===== src/srio_resp_defines.svh =====
`ifndef SRIO_RESP_DEFINES_SVH
`define SRIO_RESP_DEFINES_SVH

// axi-stream widths on both request and response sides
`define SRIO_DATA_W 64
`define SRIO_KEEP_W 8

// device id width, 16-bit (large) ids
`define SRIO_ID_W 16

// pending response commands
`define RESP_QUEUE_DEPTH 16

`endif


===== src/srio_resp_pkg.sv =====
`include "srio_resp_defines.svh"

package srio_resp_pkg;

    // header field types
    typedef logic [`SRIO_ID_W-1:0] srio_id_t;
    typedef logic [7:0]            tid_t;
    typedef logic [1:0]            prio_t;
    // byte count minus one
    typedef logic [7:0]            size_t;

    // logical-layer format types
    typedef enum logic [3:0]
    {
        NREAD  = 4'h2,
        NWRITE = 4'h5,
        SWRITE = 4'h6,
        DOORB  = 4'hA,
        MESSG  = 4'hB,
        RESP   = 4'hD
    } ftype_e;

    // ttype within the NWRITE class
    typedef enum logic [3:0]
    {
        TTYPE_NWRITE   = 4'h4,
        TTYPE_NWRITE_R = 4'h5
    } req_ttype_e;

    // ttype of a response packet
    typedef enum logic [3:0]
    {
        TNDATA = 4'h0,
        MSGRSP = 4'h1,
        TWDATA = 4'h8
    } resp_ttype_e;

    typedef enum logic [1:0]
    {
        ST_IDLE,
        ST_HEADER,
        ST_DATA
    } builder_state_e;

endpackage


===== src/resp_cmd_if.sv =====
`timescale 1ns/100ps

// one pending response, valid/ready handshake
interface resp_cmd_if;
    import srio_resp_pkg::*;

    logic     valid;
    logic     ready;
    tid_t     tid;
    ftype_e   ftype;
    prio_t    prio;
    size_t    size;
    srio_id_t dest_id;

    modport source
    (
        output valid, tid, ftype, prio, size, dest_id,
        input  ready
    );

    modport sink
    (
        input  valid, tid, ftype, prio, size, dest_id,
        output ready
    );

endinterface


===== src/req_decoder.sv =====
`timescale 1ns/100ps
`include "srio_resp_defines.svh"

module req_decoder
(
    input  logic                    log_clk,
    input  logic                    log_rst_q,
    input  logic                    treq_tvalid,
    output logic                    treq_tready,
    input  logic                    treq_tlast,
    input  logic [`SRIO_DATA_W-1:0] treq_tdata,
    input  logic [31:0]             treq_tuser,
    resp_cmd_if.source              cmd
);
    import srio_resp_pkg::*;

    logic       first_beat_q;
    logic       treq_fire;
    ftype_e     req_ftype;
    req_ttype_e req_ttype;
    logic       needs_resp;

    // no new beat while the command register is still occupied
    assign treq_tready = cmd.ready;
    assign treq_fire   = treq_tvalid && treq_tready;

    assign req_ftype = ftype_e'(treq_tdata[55:52]);
    assign req_ttype = req_ttype_e'(treq_tdata[51:48]);

    // swrite and plain nwrite are posted
    assign needs_resp = (req_ftype == NREAD) ||
                        (req_ftype == DOORB) ||
                        (req_ftype == MESSG) ||
                        ((req_ftype == NWRITE) && (req_ttype == TTYPE_NWRITE_R));

    always_ff @(posedge log_clk)
    begin
        if (log_rst_q)
        begin
            first_beat_q <= 1'b1;
        end
        else if (treq_fire)
        begin
            first_beat_q <= treq_tlast;
        end
    end

    always_ff @(posedge log_clk)
    begin
        if (log_rst_q)
        begin
            cmd.valid <= 1'b0;
        end
        else if (treq_fire && first_beat_q && needs_resp)
        begin
            cmd.valid <= 1'b1;
        end
        else if (cmd.ready)
        begin
            cmd.valid <= 1'b0;
        end
    end

    // header fields, priority bumped by one and wrapping
    always_ff @(posedge log_clk)
    begin
        if (treq_fire && first_beat_q)
        begin
            cmd.tid     <= tid_t'(treq_tdata[63:56]);
            cmd.ftype   <= req_ftype;
            cmd.prio    <= prio_t'(treq_tdata[46:45] + 2'd1);
            cmd.size    <= size_t'(treq_tdata[43:36]);
            cmd.dest_id <= srio_id_t'(treq_tuser[31:16]);
        end
    end

    // a pending command must survive until the queue takes it
    assert property (@(posedge log_clk) disable iff (log_rst_q)
        cmd.valid && !cmd.ready |=> cmd.valid && $stable(cmd.tid) && $stable(cmd.dest_id));

endmodule


===== src/resp_cmd_fifo.sv =====
`timescale 1ns/100ps
`include "srio_resp_defines.svh"

module resp_cmd_fifo
#(
    parameter int DEPTH = `RESP_QUEUE_DEPTH
)
(
    input  logic      log_clk,
    input  logic      log_rst_q,
    resp_cmd_if.sink   wr,
    resp_cmd_if.source rd
);
    import srio_resp_pkg::*;

    localparam int PTR_W = $clog2(DEPTH);
    localparam int CNT_W = PTR_W + 1;

    typedef struct packed
    {
        tid_t     tid;
        ftype_e   ftype;
        prio_t    prio;
        size_t    size;
        srio_id_t dest_id;
    } entry_t;

    entry_t             mem [DEPTH];
    logic [PTR_W-1:0]   wr_ptr_q;
    logic [PTR_W-1:0]   rd_ptr_q;
    logic [CNT_W-1:0]   count_q;
    logic [CNT_W-1:0]   count_next;
    logic               wr_fire;
    logic               rd_fire;
    entry_t             head;

    assign wr_fire = wr.valid && wr.ready;
    assign rd_fire = rd.valid && rd.ready;

    always_comb
    begin
        count_next = count_q;
        if (wr_fire && !rd_fire)
        begin
            count_next = count_q + 1'b1;
        end
        else if (rd_fire && !wr_fire)
        begin
            count_next = count_q - 1'b1;
        end
    end

    always_ff @(posedge log_clk)
    begin
        if (log_rst_q)
        begin
            wr_ptr_q <= '0;
            rd_ptr_q <= '0;
            count_q  <= '0;
            wr.ready <= 1'b0;
            rd.valid <= 1'b0;
        end
        else
        begin
            if (wr_fire)
            begin
                wr_ptr_q <= wr_ptr_q + 1'b1;
            end
            if (rd_fire)
            begin
                rd_ptr_q <= rd_ptr_q + 1'b1;
            end
            count_q  <= count_next;
            // flags registered from the next occupancy
            wr.ready <= (count_next != CNT_W'(DEPTH));
            rd.valid <= (count_next != '0);
        end
    end

    always_ff @(posedge log_clk)
    begin
        if (wr_fire)
        begin
            mem[wr_ptr_q] <= '{wr.tid, wr.ftype, wr.prio, wr.size, wr.dest_id};
        end
    end

    // head slot is only rewritten after it has been popped
    assign head       = mem[rd_ptr_q];
    assign rd.tid     = head.tid;
    assign rd.ftype   = head.ftype;
    assign rd.prio    = head.prio;
    assign rd.size    = head.size;
    assign rd.dest_id = head.dest_id;

    assert property (@(posedge log_clk) disable iff (log_rst_q)
        wr_fire |-> count_q < CNT_W'(DEPTH) || rd_fire);

    assert property (@(posedge log_clk) disable iff (log_rst_q)
        rd_fire |-> count_q != '0);

endmodule


===== src/resp_builder.sv =====
`timescale 1ns/100ps
`include "srio_resp_defines.svh"

module resp_builder
(
    input  logic                     log_clk,
    input  logic                     log_rst_q,
    resp_cmd_if.sink                 cmd,
    input  srio_resp_pkg::srio_id_t  src_id,
    output logic                     tresp_tvalid,
    input  logic                     tresp_tready,
    output logic                     tresp_tlast,
    output logic [`SRIO_DATA_W-1:0]  tresp_tdata,
    output logic [31:0]              tresp_tuser
);
    import srio_resp_pkg::*;

    builder_state_e state_q;
    resp_ttype_e    rsp_ttype;
    logic           nread_q;
    logic [4:0]     beats_left_q;
    logic [7:0]     pattern_q;
    srio_id_t       dest_q;
    logic           tresp_fire;
    logic           cmd_fire;

    assign cmd.ready  = (state_q == ST_IDLE);
    assign cmd_fire   = cmd.valid && cmd.ready;
    assign tresp_fire = tresp_tvalid && tresp_tready;

    always_comb
    begin
        case (cmd.ftype)
            NREAD:   rsp_ttype = TWDATA;
            MESSG:   rsp_ttype = MSGRSP;
            default: rsp_ttype = TNDATA;
        endcase
    end

    always_ff @(posedge log_clk)
    begin
        if (log_rst_q)
        begin
            state_q      <= ST_IDLE;
            tresp_tvalid <= 1'b0;
            tresp_tlast  <= 1'b0;
            nread_q      <= 1'b0;
            beats_left_q <= '0;
            pattern_q    <= '0;
        end
        else
        begin
            case (state_q)
                ST_IDLE:
                begin
                    if (cmd_fire)
                    begin
                        state_q      <= ST_HEADER;
                        tresp_tvalid <= 1'b1;
                        tresp_tlast  <= (cmd.ftype != NREAD);
                        nread_q      <= (cmd.ftype == NREAD);
                        // size[7:3]+1 data beats follow for nread
                        beats_left_q <= cmd.size[7:3];
                    end
                end
                ST_HEADER:
                begin
                    if (tresp_fire)
                    begin
                        if (nread_q)
                        begin
                            state_q     <= ST_DATA;
                            tresp_tlast <= (beats_left_q == '0);
                        end
                        else
                        begin
                            state_q      <= ST_IDLE;
                            tresp_tvalid <= 1'b0;
                            tresp_tlast  <= 1'b0;
                        end
                    end
                end
                ST_DATA:
                begin
                    if (tresp_fire)
                    begin
                        // pattern runs on across responses
                        pattern_q <= pattern_q + 8'd1;
                        if (tresp_tlast)
                        begin
                            state_q      <= ST_IDLE;
                            tresp_tvalid <= 1'b0;
                            tresp_tlast  <= 1'b0;
                        end
                        else
                        begin
                            beats_left_q <= beats_left_q - 5'd1;
                            tresp_tlast  <= (beats_left_q == 5'd1);
                        end
                    end
                end
                default:
                begin
                    state_q      <= ST_IDLE;
                    tresp_tvalid <= 1'b0;
                    tresp_tlast  <= 1'b0;
                end
            endcase
        end
    end

    // beat payload, held until accepted
    always_ff @(posedge log_clk)
    begin
        if (cmd_fire)
        begin
            tresp_tdata <= {cmd.tid, RESP, rsp_ttype, 1'b0, cmd.prio, 45'h0};
            dest_q      <= cmd.dest_id;
        end
        else if (tresp_fire && state_q == ST_HEADER)
        begin
            tresp_tdata <= {8{pattern_q}};
        end
        else if (tresp_fire && state_q == ST_DATA)
        begin
            tresp_tdata <= {8{pattern_q + 8'd1}};
        end
    end

    assign tresp_tuser = {src_id, dest_q};

    assert property (@(posedge log_clk) disable iff (log_rst_q)
        tresp_tvalid && !tresp_tready |=> tresp_tvalid && $stable(tresp_tdata));

endmodule


===== src/srio_resp_top.sv =====
`timescale 1ns/100ps
`include "srio_resp_defines.svh"

module srio_resp_top
(
    input  logic                     log_clk,
    input  logic                     log_rst_q,

    input  srio_resp_pkg::srio_id_t  deviceid,
    input  srio_resp_pkg::srio_id_t  source_id,
    input  logic                     id_override,

    input  logic                     treq_tvalid,
    output logic                     treq_tready,
    input  logic                     treq_tlast,
    input  logic [`SRIO_DATA_W-1:0]  treq_tdata,
    input  logic [`SRIO_KEEP_W-1:0]  treq_tkeep,
    input  logic [31:0]              treq_tuser,

    output logic                     tresp_tvalid,
    input  logic                     tresp_tready,
    output logic                     tresp_tlast,
    output logic [`SRIO_DATA_W-1:0]  tresp_tdata,
    output logic [`SRIO_KEEP_W-1:0]  tresp_tkeep,
    output logic [31:0]              tresp_tuser
);
    import srio_resp_pkg::*;

    srio_id_t src_id;

    resp_cmd_if cmd_in ();
    resp_cmd_if cmd_out ();

    // override id replaces the device id in responses
    assign src_id = id_override ? source_id : deviceid;

    // responses are always whole words
    assign tresp_tkeep = '1;

    req_decoder req_decoder_inst
    (
        .log_clk     (log_clk),
        .log_rst_q   (log_rst_q),
        .treq_tvalid (treq_tvalid),
        .treq_tready (treq_tready),
        .treq_tlast  (treq_tlast),
        .treq_tdata  (treq_tdata),
        .treq_tuser  (treq_tuser),
        .cmd         (cmd_in.source)
    );

    resp_cmd_fifo #(
        .DEPTH (`RESP_QUEUE_DEPTH)
    ) resp_cmd_fifo_inst (
        .log_clk   (log_clk),
        .log_rst_q (log_rst_q),
        .wr        (cmd_in.sink),
        .rd        (cmd_out.source)
    );

    resp_builder resp_builder_inst
    (
        .log_clk      (log_clk),
        .log_rst_q    (log_rst_q),
        .cmd          (cmd_out.sink),
        .src_id       (src_id),
        .tresp_tvalid (tresp_tvalid),
        .tresp_tready (tresp_tready),
        .tresp_tlast  (tresp_tlast),
        .tresp_tdata  (tresp_tdata),
        .tresp_tuser  (tresp_tuser)
    );

endmodule


===== config.mk =====
export PLATFORM = sky130hd
export DESIGN_NAME = srio_resp_top
export DESIGN_NICKNAME = d
export VERILOG_FILES = /design/src/srio_resp_pkg.sv /design/src/resp_cmd_if.sv /design/src/req_decoder.sv /design/src/resp_cmd_fifo.sv /design/src/resp_builder.sv /design/src/srio_resp_top.sv
export VERILOG_INCLUDE_DIRS = /design/src
export SDC_FILE = /design/constraint.sdc
export NUM_CORES = 1
export LEC_CHECK = 0
export BUFFER_PORTS_ARGS = -buffer_cell sky130_fd_sc_hd__buf_2
export CORE_MARGIN = 3
export CORE_UTILIZATION = 38
export CTS_CLUSTER_DIAMETER = 150
export DETAILED_ROUTE_END_ITERATION = 8
export SYNTH_ARGS = -nofsm -noshare
export SYNTH_HDL_FRONTEND = slang
export SYNTH_HIERARCHICAL = 1
export SYNTH_SLANG_ARGS = --single-unit

===== constraint.sdc =====
create_clock -name log_clk -period 3.2 [get_ports log_clk]
set_clock_uncertainty 0.15 [all_clocks]
set_input_delay 0.32 -clock log_clk [delete_from_list [all_inputs] [get_ports log_clk]]
set_output_delay 0.32 -clock log_clk [all_outputs]
set_load 0.05 [all_outputs]

==> results of run 1 <==
worst max-delay path by stage:
stage | startpoint | endpoint | slack (ns) | cells past startpoint
finish | flip-flop | resp_builder_inst/dest_q[4] | 0.33 | 4
global route | flip-flop | resp_builder_inst/dest_q[4] | 0.14 | 4
CTS | flip-flop | resp_builder_inst/dest_q[4] | 0.24 | 4
detailed placement | flip-flop | resp_builder_inst/dest_q[4] | 0.26 | 4
global placement | flip-flop | resp_builder_inst/beats_left_q[2] | 0.26 | 6
floorplan | flip-flop | resp_builder_inst/tresp_tdata[51] | 0.49 | 8
through the flow:
stage / cells / worst slack [ns] / hold slack (ns) / power [mW] / instance area, µm²
after detailed placement: 2306 / 0.2578 / 0.3370 / 15.80 / 28350
after CTS: 2470 / 0.2447 / 0.03933 / 23.72 / 30960
after floorplan: 1279 / 0.4886 / 0.2391 / 14.68 / 26540
after global routing: 2470 / 0.1380 / 0.09018 / 24.39 / 30960
after global placement: 2306 / 0.2634 / 0.3236 / 15.75 / 28350
final: 2470 / 0.3303 / 0.07254 / 23.40 / 30960
final cells by class:
type	instances	area, µm²	area share
Clock inverter	39	381.6	0.01233
Clock buffer	86	1833	0.05921
Tap cell	931	1165	0.03763
Inverter	11	41.29	0.001334
Sequential cell	675	19780	0.6389
Timing Repair Buffer	260	1837	0.05933
Multi-Input combinational cell	468	5919	0.1912
critical path, stage by stage (launching register included):
cell and delay, ns:
dfxtp_4 0.63, buf_12 0.36, buf_4 0.39, mux4_2 0.56, mux4_2 0.47
layer usage:
metal	vias up	wire [µm]	track usage
li1	5562	-	-
met5	-	0	0
met2	413	28380	0.2589
met1	6805	25440	0.2210
met3	79	3111	0.02843
met4	0	1156	0.04282
power by group:
part           switching, mW  internal (mW)  total (mW)
sequential             0.488           10.2        10.7
clock                   3.32           4.52        7.84
combinational           2.76           2.13        4.89
repair_timing:
item | CTS | global route
endpoints found under the setup margin | 0 | 0
hold endpoints to repair | 37 | 0
hold buffers | 39 | 0
registers in the layout (all words and copies together) (netlist names), named ones only:
register,count
resp_cmd_fifo_inst/wr.ready,1
req_decoder_inst/cmd.size,5
resp_builder_inst/tresp_tdata,25
req_decoder_inst/cmd.prio,2
resp_builder_inst/state_q,2
req_decoder_inst/cmd.valid,1
resp_builder_inst/dest_q,16
resp_builder_inst/tresp_tvalid,1
req_decoder_inst/cmd.dest_id,16
resp_cmd_fifo_inst/rd.valid,1
resp_cmd_fifo_inst/wr_ptr_q,4
resp_builder_inst/beats_left_q,5
resp_builder_inst/pattern_q,8
req_decoder_inst/cmd.ftype,4
resp_cmd_fifo_inst/count_q,5
resp_builder_inst/tresp_tlast,1
req_decoder_inst/cmd.tid,8
resp_cmd_fifo_inst/mem,560
req_decoder_inst/first_beat_q,1
resp_cmd_fifo_inst/rd_ptr_q,4
resp_builder_inst/nread_q,1
==> flow_summary.json, run 1 <==
{
  "vdd_drop_max_mv": 0.4817,
  "die_area_um2": 72980,
  "dr_total_vias": 12859,
  "outcome": "completed",
  "dp_hpwl_um": 32630,
  "maxCapViolations": 0,
  "io_buffers": 175,
  "worst_pin_slew_ns": 0.7661,
  "wl_per_cell_um": 23.52,
  "worst_ep_required_time_ns": 3.39,
  "path_class": "flip-flop to flip-flop",
  "core_um2": 68830,
  "dr.pass1.iters": 4,
  "fmax_mhz": 348.5,
  "fp-row-count": 96,
  "htreeDepth": 3,
  "reg2reg_to": "resp_builder_inst/dest_q[4]",
  "routed_wl_um": 58090,
  "grt_pass1_wl_um": 86530,
  "power-per-cell-area_nw_per_um2": 755.8,
  "synth_area_per_cell_um2": 20.85,
  "clk_path_buf_depth": 3,
  "layout_common_cells": "edfxtp_1, buf_2, mux4_2",
  "avgViaCountPerCell": 5.206,
  "start_util": 0.3853,
  "setup_viol": 0,
  "ctsResizeCount": 0,
  "syn_area_um2": 26520,
  "grt_max_degree": 54,
  "num-nets-final": 1639,
  "ff2ff_path_depth": 4,
  "post_cts_buffers": 0,
  "clock_latency_ns": 0.61,
  "final_common_cell": "edfxtp_1",
  "min_period_over_period": 0.8968,
  "yosysWarnings": 6,
  "drv_slew": 0,
  "die_height_um": 270.2,
  "grt.total_usage": 0.1587,
  "rsz0062_at_grt": "no",
  "syn_to_final_growth_pct": 16.75,
  "drc": 0,
  "grt-ovfl-total": 0,
  "synth_cells": 1272,
  "holdPathStages": 4,
  "path_max_fanout": 37,
  "antenna_found_initial": 0,
  "io_pins": 249,
  "final_util": 0.4498,
  "cts_sinks": 675,
  "p_leak_nw": 10.02,
  "hold_class": "input port to flip-flop",
  "ant_nets": 0,
  "slew-limit-headroom": 0.4893,
  "clkTransAtPathRegs_ns": 0.06,
  "fin_tns_setup_ns": 0,
  "drt_iter0_drc": 1005,
  "cts_tree": "built",
  "routabilityCongestion": 0.7844,
  "hold_start": "tresp_tready",
  "diodes": 0,
  "post-route-min-period_ns": 2.870,
  "cts_root_buf": "clkbuf_16",
  "grt_pass1_vias": 13124,
  "fillers": 5842,
  "die_w_um": 270.2,
  "reg2reg_slack_ns": 0.33,
  "hold_violations": 0,
  "worstHoldEndpoint": "resp_builder_inst/tresp_tvalid",
  "start_kind": "flip-flop",
  "end_kind": "flip-flop",
  "numCtsBuffers": 70,
  "drive_above_1_share": 0.3515,
  "critPathArrivalTime_ns": 3.06
}
No activity file was read; power rests on OpenSTA's default activity.
==> inputs of run 2 (changes only) <==
--- a/config.mk
+++ b/config.mk
@@ -11,6 +11,7 @@
 export CORE_UTILIZATION = 38
 export CTS_CLUSTER_DIAMETER = 150
 export DETAILED_ROUTE_END_ITERATION = 8
+export REMOVE_ABC_BUFFERS = 1
 export SYNTH_ARGS = -nofsm -noshare
 export SYNTH_HDL_FRONTEND = slang
 export SYNTH_HIERARCHICAL = 1
==> flow_summary.json, run 2 (synthesized netlist as in run 1, its figures left out) <==
{
  "fmax_mhz": 357.6,
  "routabilityCongestion": 0.8007,
  "top_regs": "resp_cmd_fifo_inst/mem (560), resp_builder_inst/tresp_tdata (25)",
  "hold-worst-slack_ns": 0.05966,
  "worst_pin_slew_ns": 0.8162,
  "layout_common_cells": "edfxtp_1, buf_2, mux4_2",
  "post-place-cells": 2309,
  "post_cts_buffers": 0,
  "power-per-cell-area_nw_per_um2": 761.0,
  "regMostFlops": "resp_cmd_fifo_inst/mem",
  "dr_total_vias": 12916,
  "end_kind": "flip-flop",
  "wl_per_cell_um": 23.33,
  "internal_power_mw": 17.14,
  "ctsResizeCount": 0,
  "diodes": 0,
  "final_common_cell": "edfxtp_1",
  "p_switching_mw": 6.595,
  "min_period_over_period": 0.8739,
  "p_sw_frac": 0.2778,
  "drc": 0,
  "reg2reg_slack_ns": 0.40,
  "die_w_um": 270.2,
  "clkTransAtPathRegs_ns": 0.06,
  "pwr-share-clk": 0.345,
  "numCtsBuffers": 73,
  "maxCapViolations": 0,
  "routed_wl_um": 57850,
  "io_pins": 249,
  "path_max_fanout": 37,
  "rsz0062_at_grt": "no",
  "io_buffers": 175,
  "dr.pass1.iters": 5,
  "critPathArrivalTime_ns": 2.99,
  "vdd_drop_max_mv": 0.4607,
  "fin_tns_setup_ns": 0,
  "largest_reg_flops": 560,
  "path_class": "flip-flop to flip-flop",
  "ff2ff_path_depth": 5,
  "post-route-min-period_ns": 2.796,
  "critical_path.max_stage_delay_ns": 0.56,
  "dp_hpwl_um": 32400,
  "die_height_um": 270.2,
  "cts_sinks": 675,
  "grt_pass1_vias": 13109,
  "comb_power_share": 0.208,
  "crit_family": "multiplexers",
  "slew-limit-headroom": 0.4559,
  "clock_latency_ns": 0.60,
  "setup_viol": 0,
  "num-nets-final": 1645,
  "outcome": "completed",
  "die_area_um2": 72980,
  "htreeDepth": 3,
  "grt_pass1_wl_um": 86180,
  "dp_slack_ns": 0.3487,
  "avgViaCountPerCell": 5.210,
  "crit_chain": "buf_4 > buf_12 > buf_4 > mux4_2 > mux4_2",
  "p_leak_nw": 10.12,
  "grt_max_degree": 61,
  "worst_slack_ns": 0.4036,
  "antenna_found_initial": 0,
  "grt-ovfl-total": 0,
  "cp_slowest_cell": "mux4_2",
  "core_um2": 68830,
  "drt_iter0_drc": 1099,
  "ant_nets": 0,
  "clk_path_buf_depth": 3,
  "drv_slew": 0,
  "hold_violations": 0,
  "grt.total_usage": 0.1590,
  "cts_tree": "built",
  "drive_above_1_share": 0.3527,
  "hold_start": "tresp_tready",
  "p_seq_frac": 0.447,
  "start_kind": "flip-flop",
  "syn_to_final_growth_pct": 17.64,
  "final_cell_count_no_fill": 2479,
  "cp_num_buf_inv": 3,
  "cts_root_buf": "clkbuf_16",
  "holdPathStages": 4,
  "worstHoldEndpoint": "resp_builder_inst/tresp_tvalid",
  "fp-row-count": 96,
  "hold_class": "input port to flip-flop",
  "worst_ep_required_time_ns": 3.39,
  "start_util": 0.3853,
  "reg2reg_to": "resp_builder_inst/dest_q[8]"
}
-- run 2: changes by cell type in the layout (fill, tap and decap cells not counted), moves of 2 or more --
cell	delta
clkbuf_1	-6
clkinv_1	+10
inv_6	-2
buf_12	+7
buf_4	-4
clkbuf_16	+5
-- run 2: power groups by stage --
stage | sequential [mW] | combinational, mW | clock [mW]
after global placement | 10.8 | 4.95 | 0
after CTS | 10.6 | 5.03 | 8.39
after detailed placement | 10.8 | 4.97 | 0
after floorplan | 11.9 | 2.19 | 0
final | 10.6 | 4.94 | 8.19
after global routing | 10.7 | 5.28 | 8.76
-- run 2: how the worst max path moves through the flow --
stage               from                                end  depth (start not counted)
6_report       flip-flop        resp_builder_inst/dest_q[8]                          5
5_1_grt        flip-flop  resp_builder_inst/beats_left_q[0]                          7
4_1_cts        flip-flop        resp_builder_inst/dest_q[8]                          5
3_5_place_dp   flip-flop  resp_builder_inst/beats_left_q[0]                          7
3_3_place_gp   flip-flop  resp_builder_inst/beats_left_q[0]                          7
2_1_floorplan  flip-flop  resp_builder_inst/tresp_tdata[51]                          5
-- run 2: final cells by class --
class                      count  area, µm²
fill                        5812      37630
sequential                   675      19780
multi-input combinational    468       5919
timing repair buffer         263       1947
clock buffer                  85       1936
tap                          931       1165
clock inverter                46      405.4
inverter                      11      41.29
-- run 2: what timing repair did --
action,4_1_cts,5_1_grt
endpoints found under the setup margin,0,0
hold endpoints to repair,37,0
hold buffers,39,0
-- run 2: layer usage --
| metal | wire length, µm | global-route usage | part of all wire | vias to the layer above |
|---|---|---|---|---|
| met1 | 24970 | 0.2151 | 0.43 | 6824 |
| met3 | 3159 | 0.03047 | 0.055 | 80 |
| met5 | 0 | 0 | 0 | - |
| li1 | - | - | - | 5589 |
| met4 | 1196 | 0.04325 | 0.021 | 0 |
| met2 | 28520 | 0.2647 | 0.49 | 423 |
-- run 2: metrics by stage --
| step | util | cell area [µm²] | total power, mW |
|---|---|---|---|
| 6_report | 0.4532 | 31190 | 23.74 |
| 2_1_floorplan | - | 25710 | 14.05 |
| 5_1_grt | 0.4532 | 31190 | 24.72 |
| 3_3_place_gp | 0.4135 | 28460 | 15.74 |
| 3_5_place_dp | 0.4135 | 28460 | 15.78 |
| 4_1_cts | 0.4532 | 31190 | 24.05 |
-- run 2: worst register-to-register path: stages (launching register included) --
cell and delay (ns):
dfxtp_4 0.44, buf_4 0.22, buf_12 0.31, buf_4 0.37
mux4_2 0.57, mux4_2 0.48
